File: config.mk
export PLATFORM = sky130hd
export DESIGN_NAME = wisc16_pipe
export DESIGN_NICKNAME = d
export VERILOG_FILES = /design/src/design/wisc16_pkg.sv /design/src/design/wisc16_pipe.sv /design/src/design/exec_stage.sv /design/src/design/decode_stage.sv /design/src/design/reg_file.sv /design/src/design/decode_ctrl.sv
export VERILOG_INCLUDE_DIRS = /design/src /design/src/include
export SDC_FILE = /design/constraint.sdc
export NUM_CORES = 1
export LEC_CHECK = 0
export BUFFER_PORTS_ARGS = -buffer_cell sky130_fd_sc_hd__buf_4
export CAP_MARGIN = 5
export CORE_MARGIN = 8
export CORE_UTILIZATION = 63
export CTS_BUF_LIST = sky130_fd_sc_hd__clkbuf_8 sky130_fd_sc_hd__clkbuf_16
export DETAILED_ROUTE_END_ITERATION = 10
export PLACE_DENSITY_LB_ADDON = 0.08
export SLEW_MARGIN = 20
export SYNTH_ARGS = -nofsm -noshare
export SYNTH_HDL_FRONTEND = slang
export SYNTH_HIERARCHICAL = 1
export SYNTH_SLANG_ARGS = --single-unit
File: constraint.sdc
create_clock -name clk -period 4.9 [get_ports clk]
set_input_delay 0.49 -clock clk [delete_from_list [all_inputs] [get_ports clk]]
set_output_delay 0.49 -clock clk [all_outputs]
set_load 0.005 [all_outputs]
File: src/include/wisc16_consts.svh
// widths, opcodes, function codes and ALU codes for the wisc16 pipeline
// opcode values follow the WISC encoding, only the supported subset is listed
// SUB computes operand A minus operand B (rs - rt)
`ifndef WISC16_CONSTS_SVH
`define WISC16_CONSTS_SVH

`define WISC_DATA_W 16
`define WISC_SEL_W  3
`define WISC_OPC_W  5
`define WISC_FN_W   2
`define WISC_ALU_W  3
`define WISC_DST_W  2

`define WISC_OPC_HALT  5'b00000
`define WISC_OPC_NOP   5'b00001
`define WISC_OPC_ADDI  5'b01000
`define WISC_OPC_ANDNI 5'b01011
`define WISC_OPC_SLBI  5'b10010
`define WISC_OPC_LBI   5'b11000
`define WISC_OPC_RTYPE 5'b11011

`define WISC_FN_ADD 2'b00
`define WISC_FN_SUB 2'b01
`define WISC_FN_XOR 2'b10
`define WISC_FN_AND 2'b11

`define WISC_ALU_ADD   3'd0
`define WISC_ALU_SUB   3'd1
`define WISC_ALU_AND   3'd2
`define WISC_ALU_XOR   3'd3
`define WISC_ALU_ANDN  3'd4
`define WISC_ALU_PASSB 3'd5
`define WISC_ALU_SLBI  3'd6

// destination field choice
`define WISC_DST_RD 2'd0
`define WISC_DST_RT 2'd1
`define WISC_DST_RS 2'd2

`endif
File: src/design/wisc16_pkg.sv
// vector types shared by every block of the pipeline
// widths are taken from the constants header
`include "wisc16_consts.svh"

package wisc16_pkg;

   // one data word, also the register width
   typedef logic [`WISC_DATA_W-1:0] word_t;

   // register number, eight registers
   typedef logic [`WISC_SEL_W-1:0] reg_sel_t;

   // raw instruction word
   // opcode 15..11, rs 10..8, rt 7..5, rd 4..2, funct 1..0
   typedef logic [`WISC_DATA_W-1:0] inst_t;

   // operation code handed to the execute stage
   typedef logic [`WISC_ALU_W-1:0] alu_op_t;

   // which instruction field names the destination
   typedef logic [`WISC_DST_W-1:0] dst_sel_t;

endpackage

File: src/design/wisc16_pipe.sv
// two-edge integer pipeline: decode then execute with writeback
// one instruction per cycle, no back-pressure, result two cycles after issue
// inst_valid is ignored once a HALT has been accepted
`timescale 1ns/1ps

module wisc16_pipe (
   input  logic                 clk,
   input  logic                 arst_n,
   input  logic                 inst_valid,
   input  wisc16_pkg::inst_t    inst,
   output logic                 result_valid,
   output wisc16_pkg::reg_sel_t result_reg,
   output wisc16_pkg::word_t    result_data,
   output logic                 result_wr,
   output logic                 result_err,
   output logic                 halted
);
   import wisc16_pkg::*;

   logic     ex_valid, ex_reg_write, ex_halt, ex_illegal;
   alu_op_t  ex_alu_op;
   word_t    ex_opnd_a, ex_opnd_b;
   reg_sel_t ex_dst;

   // writeback and forwarding path
   logic     wb_en;
   reg_sel_t wb_sel;
   word_t    wb_data;

   decode_stage u_decode (
      .clk          (clk),
      .arst_n       (arst_n),
      .inst_valid   (inst_valid),
      .inst         (inst),
      .halted       (halted),
      .wb_en        (wb_en),
      .wb_sel       (wb_sel),
      .wb_data      (wb_data),
      .ex_valid     (ex_valid),
      .ex_alu_op    (ex_alu_op),
      .ex_opnd_a    (ex_opnd_a),
      .ex_opnd_b    (ex_opnd_b),
      .ex_dst       (ex_dst),
      .ex_reg_write (ex_reg_write),
      .ex_halt      (ex_halt),
      .ex_illegal   (ex_illegal)
   );

   exec_stage u_exec (
      .clk          (clk),
      .arst_n       (arst_n),
      .ex_valid     (ex_valid),
      .ex_alu_op    (ex_alu_op),
      .ex_opnd_a    (ex_opnd_a),
      .ex_opnd_b    (ex_opnd_b),
      .ex_dst       (ex_dst),
      .ex_reg_write (ex_reg_write),
      .ex_halt      (ex_halt),
      .ex_illegal   (ex_illegal),
      .wb_en        (wb_en),
      .wb_sel       (wb_sel),
      .wb_data      (wb_data),
      .result_valid (result_valid),
      .result_reg   (result_reg),
      .result_data  (result_data),
      .result_wr    (result_wr),
      .result_err   (result_err),
      .halted       (halted)
   );

endmodule

File: src/design/exec_stage.sv
// execute stage: ALU, writeback drive and result register
// writeback is combinational from ID/EX and lands in the register file at the edge
// halted is sticky until reset
`timescale 1ns/1ps
`include "wisc16_consts.svh"

module exec_stage (
   input  logic                 clk,
   input  logic                 arst_n,
   input  logic                 ex_valid,
   input  wisc16_pkg::alu_op_t  ex_alu_op,
   input  wisc16_pkg::word_t    ex_opnd_a,
   input  wisc16_pkg::word_t    ex_opnd_b,
   input  wisc16_pkg::reg_sel_t ex_dst,
   input  logic                 ex_reg_write,
   input  logic                 ex_halt,
   input  logic                 ex_illegal,
   output logic                 wb_en,
   output wisc16_pkg::reg_sel_t wb_sel,
   output wisc16_pkg::word_t    wb_data,
   output logic                 result_valid,
   output wisc16_pkg::reg_sel_t result_reg,
   output wisc16_pkg::word_t    result_data,
   output logic                 result_wr,
   output logic                 result_err,
   output logic                 halted
);
   import wisc16_pkg::*;

   word_t alu_res;

   always_comb begin
      case (ex_alu_op)
         `WISC_ALU_ADD:   alu_res = ex_opnd_a + ex_opnd_b;
         `WISC_ALU_SUB:   alu_res = ex_opnd_a - ex_opnd_b;
         `WISC_ALU_AND:   alu_res = ex_opnd_a & ex_opnd_b;
         `WISC_ALU_XOR:   alu_res = ex_opnd_a ^ ex_opnd_b;
         `WISC_ALU_ANDN:  alu_res = ex_opnd_a & ~ex_opnd_b;
         `WISC_ALU_PASSB: alu_res = ex_opnd_b;
         `WISC_ALU_SLBI:  alu_res = (ex_opnd_a << 8) | ex_opnd_b;
         default:         alu_res = '0;
      endcase
   end

   assign wb_en   = ex_valid & ex_reg_write;
   assign wb_sel  = ex_dst;
   assign wb_data = alu_res;

   always_ff @(posedge clk or negedge arst_n) begin
      if (!arst_n) begin
         result_valid <= 1'b0;
         result_wr    <= 1'b0;
         result_err   <= 1'b0;
         halted       <= 1'b0;
      end else begin
         result_valid <= ex_valid;
         result_wr    <= wb_en;
         result_err   <= ex_valid & ex_illegal;
         // rises together with the HALT result strobe
         if (ex_valid && ex_halt) begin
            halted <= 1'b1;
         end
      end
   end

   always_ff @(posedge clk) begin
      if (ex_valid) begin
         result_reg  <= ex_dst;
         result_data <= alu_res;
      end
   end

endmodule

File: src/design/decode_stage.sv
// decode stage with the ID/EX pipeline register
// operands are forwarded from the writeback path of the instruction in execute
// strobes are dropped once a HALT sits in ID/EX or the core has halted
// no stalls: every accepted instruction enters ID/EX on the next edge
`timescale 1ns/1ps
`include "wisc16_consts.svh"

module decode_stage (
   input  logic                 clk,
   input  logic                 arst_n,
   input  logic                 inst_valid,
   input  wisc16_pkg::inst_t    inst,
   input  logic                 halted,
   input  logic                 wb_en,
   input  wisc16_pkg::reg_sel_t wb_sel,
   input  wisc16_pkg::word_t    wb_data,
   output logic                 ex_valid,
   output wisc16_pkg::alu_op_t  ex_alu_op,
   output wisc16_pkg::word_t    ex_opnd_a,
   output wisc16_pkg::word_t    ex_opnd_b,
   output wisc16_pkg::reg_sel_t ex_dst,
   output logic                 ex_reg_write,
   output logic                 ex_halt,
   output logic                 ex_illegal
);
   import wisc16_pkg::*;

   reg_sel_t rs_sel, rt_sel, dst;
   alu_op_t  alu_op;
   dst_sel_t dst_sel;
   logic     use_imm, imm_long, imm_signed, reg_write, halt, illegal;
   word_t    rf_a, rf_b, opnd_a, rt_val, imm_ext;
   logic     accept;

   assign rs_sel = inst[10:8];
   assign rt_sel = inst[7:5];

   decode_ctrl u_ctrl (
      .opcode     (inst[15:11]),
      .funct      (inst[1:0]),
      .alu_op     (alu_op),
      .dst_sel    (dst_sel),
      .use_imm    (use_imm),
      .imm_long   (imm_long),
      .imm_signed (imm_signed),
      .reg_write  (reg_write),
      .halt       (halt),
      .illegal    (illegal)
   );

   // written by execute on the same edge that loads ID/EX
   reg_file u_regs (
      .clk       (clk),
      .arst_n    (arst_n),
      .rd_sel_a  (rs_sel),
      .rd_sel_b  (rt_sel),
      .wr_sel    (wb_sel),
      .wr_en     (wb_en),
      .wr_data   (wb_data),
      .rd_data_a (rf_a),
      .rd_data_b (rf_b)
   );

   // forward the value being written this cycle
   assign opnd_a = (wb_en && wb_sel == rs_sel) ? wb_data : rf_a;
   assign rt_val = (wb_en && wb_sel == rt_sel) ? wb_data : rf_b;

   always_comb begin
      if (imm_long) begin
         imm_ext = imm_signed ? {{(`WISC_DATA_W-8){inst[7]}}, inst[7:0]} : word_t'(inst[7:0]);
      end else begin
         imm_ext = imm_signed ? {{(`WISC_DATA_W-5){inst[4]}}, inst[4:0]} : word_t'(inst[4:0]);
      end
   end

   always_comb begin
      case (dst_sel)
         `WISC_DST_RT: dst = inst[7:5];
         `WISC_DST_RS: dst = inst[10:8];
         default:      dst = inst[4:2];
      endcase
   end

   // nothing new enters behind a HALT
   assign accept = inst_valid && !halted && !(ex_valid && ex_halt);

   always_ff @(posedge clk or negedge arst_n) begin
      if (!arst_n) begin
         ex_valid     <= 1'b0;
         ex_reg_write <= 1'b0;
         ex_halt      <= 1'b0;
         ex_illegal   <= 1'b0;
      end else begin
         ex_valid     <= accept;
         ex_reg_write <= accept & reg_write;
         ex_halt      <= accept & halt;
         ex_illegal   <= accept & illegal;
      end
   end

   always_ff @(posedge clk) begin
      if (accept) begin
         ex_alu_op <= alu_op;
         ex_opnd_a <= opnd_a;
         ex_opnd_b <= use_imm ? imm_ext : rt_val;
         ex_dst    <= dst;
      end
   end

endmodule

File: src/design/reg_file.sv
// eight general registers, two combinational read ports, one clocked write
// no internal bypass: a write is seen by readers after the edge
// every register clears on reset
`timescale 1ns/1ps
`include "wisc16_consts.svh"

module reg_file (
   input  logic                 clk,
   input  logic                 arst_n,
   input  wisc16_pkg::reg_sel_t rd_sel_a,
   input  wisc16_pkg::reg_sel_t rd_sel_b,
   input  wisc16_pkg::reg_sel_t wr_sel,
   input  logic                 wr_en,
   input  wisc16_pkg::word_t    wr_data,
   output wisc16_pkg::word_t    rd_data_a,
   output wisc16_pkg::word_t    rd_data_b
);
   import wisc16_pkg::*;

   localparam int NUM_REGS = 1 << `WISC_SEL_W;

   word_t regs [NUM_REGS];

   always_ff @(posedge clk or negedge arst_n) begin
      if (!arst_n) begin
         for (int i = 0; i < NUM_REGS; i++) begin
            regs[i] <= '0;
         end
      end else if (wr_en) begin
         regs[wr_sel] <= wr_data;
      end
   end

   assign rd_data_a = regs[rd_sel_a];
   assign rd_data_b = regs[rd_sel_b];

endmodule

File: src/design/decode_ctrl.sv
// control decoder, purely combinational
// opcodes outside the supported subset are flagged illegal and never write
// HALT and NOP write nothing either
`timescale 1ns/1ps
`include "wisc16_consts.svh"

module decode_ctrl (
   input  logic [`WISC_OPC_W-1:0] opcode,
   input  logic [`WISC_FN_W-1:0]  funct,
   output wisc16_pkg::alu_op_t    alu_op,
   output wisc16_pkg::dst_sel_t   dst_sel,
   output logic                   use_imm,
   output logic                   imm_long,
   output logic                   imm_signed,
   output logic                   reg_write,
   output logic                   halt,
   output logic                   illegal
);
   import wisc16_pkg::*;

   always_comb begin
      // defaults describe a NOP
      alu_op     = `WISC_ALU_ADD;
      dst_sel    = `WISC_DST_RD;
      use_imm    = 1'b0;
      imm_long   = 1'b0;
      imm_signed = 1'b0;
      reg_write  = 1'b0;
      halt       = 1'b0;
      illegal    = 1'b0;

      case (opcode)
         `WISC_OPC_HALT: halt = 1'b1;
         `WISC_OPC_NOP: ;
         `WISC_OPC_RTYPE: begin
            reg_write = 1'b1;
            case (funct)
               `WISC_FN_ADD: alu_op = `WISC_ALU_ADD;
               `WISC_FN_SUB: alu_op = `WISC_ALU_SUB;
               `WISC_FN_XOR: alu_op = `WISC_ALU_XOR;
               default:      alu_op = `WISC_ALU_AND;
            endcase
         end
         `WISC_OPC_ADDI: begin
            dst_sel    = `WISC_DST_RT;
            use_imm    = 1'b1;
            imm_signed = 1'b1;
            reg_write  = 1'b1;
         end
         `WISC_OPC_ANDNI: begin
            alu_op    = `WISC_ALU_ANDN;
            dst_sel   = `WISC_DST_RT;
            use_imm   = 1'b1;
            reg_write = 1'b1;
         end
         `WISC_OPC_LBI: begin
            alu_op     = `WISC_ALU_PASSB;
            dst_sel    = `WISC_DST_RS;
            use_imm    = 1'b1;
            imm_long   = 1'b1;
            imm_signed = 1'b1;
            reg_write  = 1'b1;
         end
         `WISC_OPC_SLBI: begin
            // rs shifted up, 8-bit immediate zero extended into the low byte
            alu_op    = `WISC_ALU_SLBI;
            dst_sel   = `WISC_DST_RS;
            use_imm   = 1'b1;
            imm_long  = 1'b1;
            reg_write = 1'b1;
         end
         default: illegal = 1'b1;
      endcase
   end

endmodule

==> summary by stage <==
Drt
The initial DRC count is 632. The first detailed-routing pass took 5 iterations. The total wire length is 30.79 mm. After detailed routing, the number of remaining DRC violations is 0. The per-cell via count in the routed design is 6.876.

The routed wire length per instance is 26.07 um. The detail route stage leaves a number of antenna-violating nets equal to 0. The number of vias after detailed routing is 8121.

Worst setup path
Counting both buffers and inverters, the worst setup path holds a total of 1. The data required time of the critical path is 5.14 ns. The critical path crosses 14 cells after its start point. The worst register-to-register path begins at u_decode/ex_opnd_b[2]. The data arrival time of the critical path is 4.75 ns.

The family of cells with the greatest summed delay on the critical path is compound AO/OA/AOI/OAI gates. Traced cell by cell, the critical path runs through or3_4 > nor3b_1 > nand3_1 > o31ai_1 > xor2_1 > ha_1 > a21o_1 > a211oi_1 > a2bb2oi_1 > o21a_1 > xnor2_1 > o221ai_1 > inv_1 > o311ai_1. STA classifies the critical path endpoint as a flip-flop.

The internal reg-to-reg setup slack is 0.39 ns. The start point of the critical path is u_decode/ex_opnd_b[2]. The worst setup path is of the flip-flop to flip-flop kind. The number of cells on the worst reg-to-reg path is 14. The worst-path maximum fanout is 11. The startpoint class of the critical path is a flip-flop.

The delay of the slowest critical-path stage is 0.73 ns. The endpoint of the most critical register-to-register path is u_decode/ex_opnd_b[15]. The critical-path cell with the highest stage delay is sky130_fd_sc_hd__o221ai_1.

Power and ir drop
The portion of total power attributed to sequential cells is 0.440. The internal power of the cells is 3.167 mW. The share of total power dissipated in combinational logic is 0.266. For this design the ratio of total power to cell area is 363.4 nW/um^2. The portion of total power attributed to the clock network is 0.294. The worst vdd rail ir drop is 0.0002788 V. Of the total power, the share spent switching nets is 0.3312. The leakage component of the power is 5.948 nW. In this run the power spent charging and discharging nets is 1.568 mW.

Cells and area
The post-route non-filler standard cell count is 1181. Leaving out fill and tap cells, the most frequent cell in the layout is sky130_fd_sc_hd__mux2_2. The number of antenna diodes in the final layout is 0. The ratio of cells with drive above 1 in the final layout is 0.3157. The area growth from synthesis to layout is 8.638%. The top cell types in the final layout, fill and taps aside, are sky130_fd_sc_hd__mux2_2 (167), sky130_fd_sc_hd__dfrtp_1 (136), sky130_fd_sc_hd__buf_4 (71).

The register with the most flip-flops in the layout has 128 of them. After the last flow step, the layout net total stands at 975. The register with the most flip-flops is u_decode/u_regs/regs.

STA
Dividing the final minimum period by the clock period gives 0.9204. The aggregate negative setup slack is 0 ns. Setup violations remaining at the end of the flow were counted as 0.

The slew at the pin with the worst max-slew slack is 0.9757 ns. The hold violation count in the final report was 0. The clock tree skew after final layout is 0.01646 ns. The final critical path time including I/O delays and setup is 4.510 ns. Based on the critical path, the design can be clocked at up to 221.7 MHz. Setup repair after global routing left no endpoint under its margin.

The final-report max-slew violation count came to 0. The headroom to the max-slew limit is 0.3478.

Synth
Counting flops and latches in the post-synthesis netlist gives 193. The net count of the mapped netlist is 958. The synthesized design spends more area on one cell type than any other, namely sky130_fd_sc_hd__dfrtp_1. Among all flip-flop cells after synthesis, the most frequent one is sky130_fd_sc_hd__dfrtp_1. The synthesized design contains 57 enable-type register cells. For this run, the register share of the synthesized area comes to 0.4265. Of the post-synthesis cell area, the dominant cell type holds 0.2837.

By area the synthesized netlist is led by sky130_fd_sc_hd__dfrtp_1 (28%), sky130_fd_sc_hd__mux2_2 (16%), sky130_fd_sc_hd__edfxtp_1 (14%). Synthesis produced a netlist whose cell count is 918. The synthesized area is 11990 um^2. Yosys printed 6 warnings. The unique cell type count in the Yosys netlist is 74. The fraction of synthesis flops using an asynchronous set or reset pin is 0.7047.

The average cell area after synthesis is 13.07 um^2.

Global routing
The initial antenna violation count is 0. Entering global routing, the biggest net connects 58 pins. The global-route usage over all layers is 0.2627.

The total overflow left after global routing is 0. The first global-routing pass estimated 48.00 mm of wire. The via count of the first global-routing pass is 8172.

Placement
Once placement completed, the tool counted placed cells totaling 1150. After legalization and detailed placement, the total HPWL measured 20.42 mm. Input and output buffers added on the ports amount to 41. The last weighted congestion value of the routability-driven placer is 0.8912.

Floorplan
The initial core utilization is 0.6412. Measured along the x axis, the die boundary spans 154.0 um. The die height is 154.0 um. The number of placement rows is 50. After floorplanning, the core was sized to cover 18710 um^2. The die covers 23710 um^2. For this design the top-level I/O count stands at 42.

CTS
TritonCTS built the clock tree. The post-CTS setup repair buffer count is 0. The maximum number of buffers from clock root to sink is 2. The number of clock buffers inserted by TritonCTS is 17. The clock transition at the registers of the reported paths is 0.08 ns. The number of sinks handled by clock tree synthesis is 193. The clock insertion delay at the later pin of the skew report is 0.45 ns. The number of hold buffers added after CTS was 0. The number of levels the H-tree was split into is 4. The buffer type at the clock tree root is sky130_fd_sc_hd__clkbuf_16. The number of resized instances in the post-cts repair step is 0.

Flow run
Across the run, the number of max-cap violations was 0.

Worst hold path
The worst hold-check path type is input pin to async pin.

Status
The flow ran to the end, and the final reports show no timing, DRC or antenna violations.
## through the flow
step / util / hold slack (ns) / total power [mW] / cell area [um^2] / setup WS, ns
6_report: 0.6966 / 0.008864 / 4.735 / 13030 / 0.3901
5_1_grt: 0.6966 / 0.05506 / 4.938 / 13030 / 0.01796
4_1_cts: 0.6963 / 0.02033 / 4.731 / 13020 / 0.3712
3_5_place_dp: 0.6648 / 0.4620 / 3.336 / 12440 / 0.4643
3_3_place_gp: 0.6648 / 0.4338 / 3.275 / 12440 / 0.5565
2_1_floorplan: - / 0.1944 / 2.883 / 11990 / 0.6530
## worst max-delay path by stage
stage / endpoint / slack [ns]
3_5_place_dp: u_decode/ex_opnd_b[14] / 0.46
5_1_grt: u_decode/ex_opnd_b[15] / 0.02
2_1_floorplan: u_decode/ex_alu_op[0] / 0.65
3_3_place_gp: u_decode/ex_opnd_b[14] / 0.56
6_report: u_decode/ex_opnd_b[15] / 0.39
4_1_cts: u_decode/ex_opnd_b[14] / 0.37
## power groups by stage
stage	logic (mW)	clock network, mW	registers [mW]
2_1_floorplan	0.856	0	2.03
3_3_place_gp	1.19	0	2.08
3_5_place_dp	1.23	0	2.11
4_1_cts	1.24	1.41	2.08
5_1_grt	1.36	1.48	2.11
6_report	1.26	1.39	2.08
## area by class of cell
| class | count | area, um^2 |
|---|---|---|
| fillers | 1319 | 5675 |
| inverters | 28 | 105.1 |
| clock buffers | 17 | 425.4 |
| repair buffers | 71 | 533.0 |
| multi-input cells | 624 | 6396 |
| flip-flops and latches | 193 | 5115 |
| clock inverters | 14 | 162.7 |
| well taps | 234 | 292.8 |
## cells by family (layout without fill, tap and decap cells)
logic type / after synthesis / after routing / synth area share
buffers and inverters: 101 / 130 / 0.04465
XOR/XNOR: 39 / 39 / 0.02848
adder cells (fa/ha/maj): 21 / 21 / 0.02253
AO/OA/AOI/OAI: 171 / 171 / 0.09733
AND/OR/NAND/NOR: 144 / 144 / 0.07000
flip-flops: 193 / 193 / 0.4265
multiplexers: 249 / 249 / 0.3106
## synth_stat cells, drive strengths merged, types with 8 or more instances
master	instances
mux2i	8
edfxtp	57
a21oi	36
o221ai	9
ha	20
nand2b	8
nor3b	9
o311ai	13
o41ai	18
buf	39
xnor2	22
nand2	38
o21ai	43
dfrtp	136
nor2	27
xor2	17
nor2b	19
inv	28
mux2	177
clkbuf	34
mux4	64
## metal layers
| metal | vias to the layer above | part of all wire | track usage |
|---|---|---|---|
| met2 | 279 | 0.51 | 0.4549 |
| met4 | 0 | 0.024 | 0.09193 |
| met3 | 43 | 0.049 | 0.03559 |
| li1 | 3602 | - | - |
| met5 | - | 0 | 0 |
| met1 | 4197 | 0.41 | 0.3331 |
(Power assumes the default switching activity.)
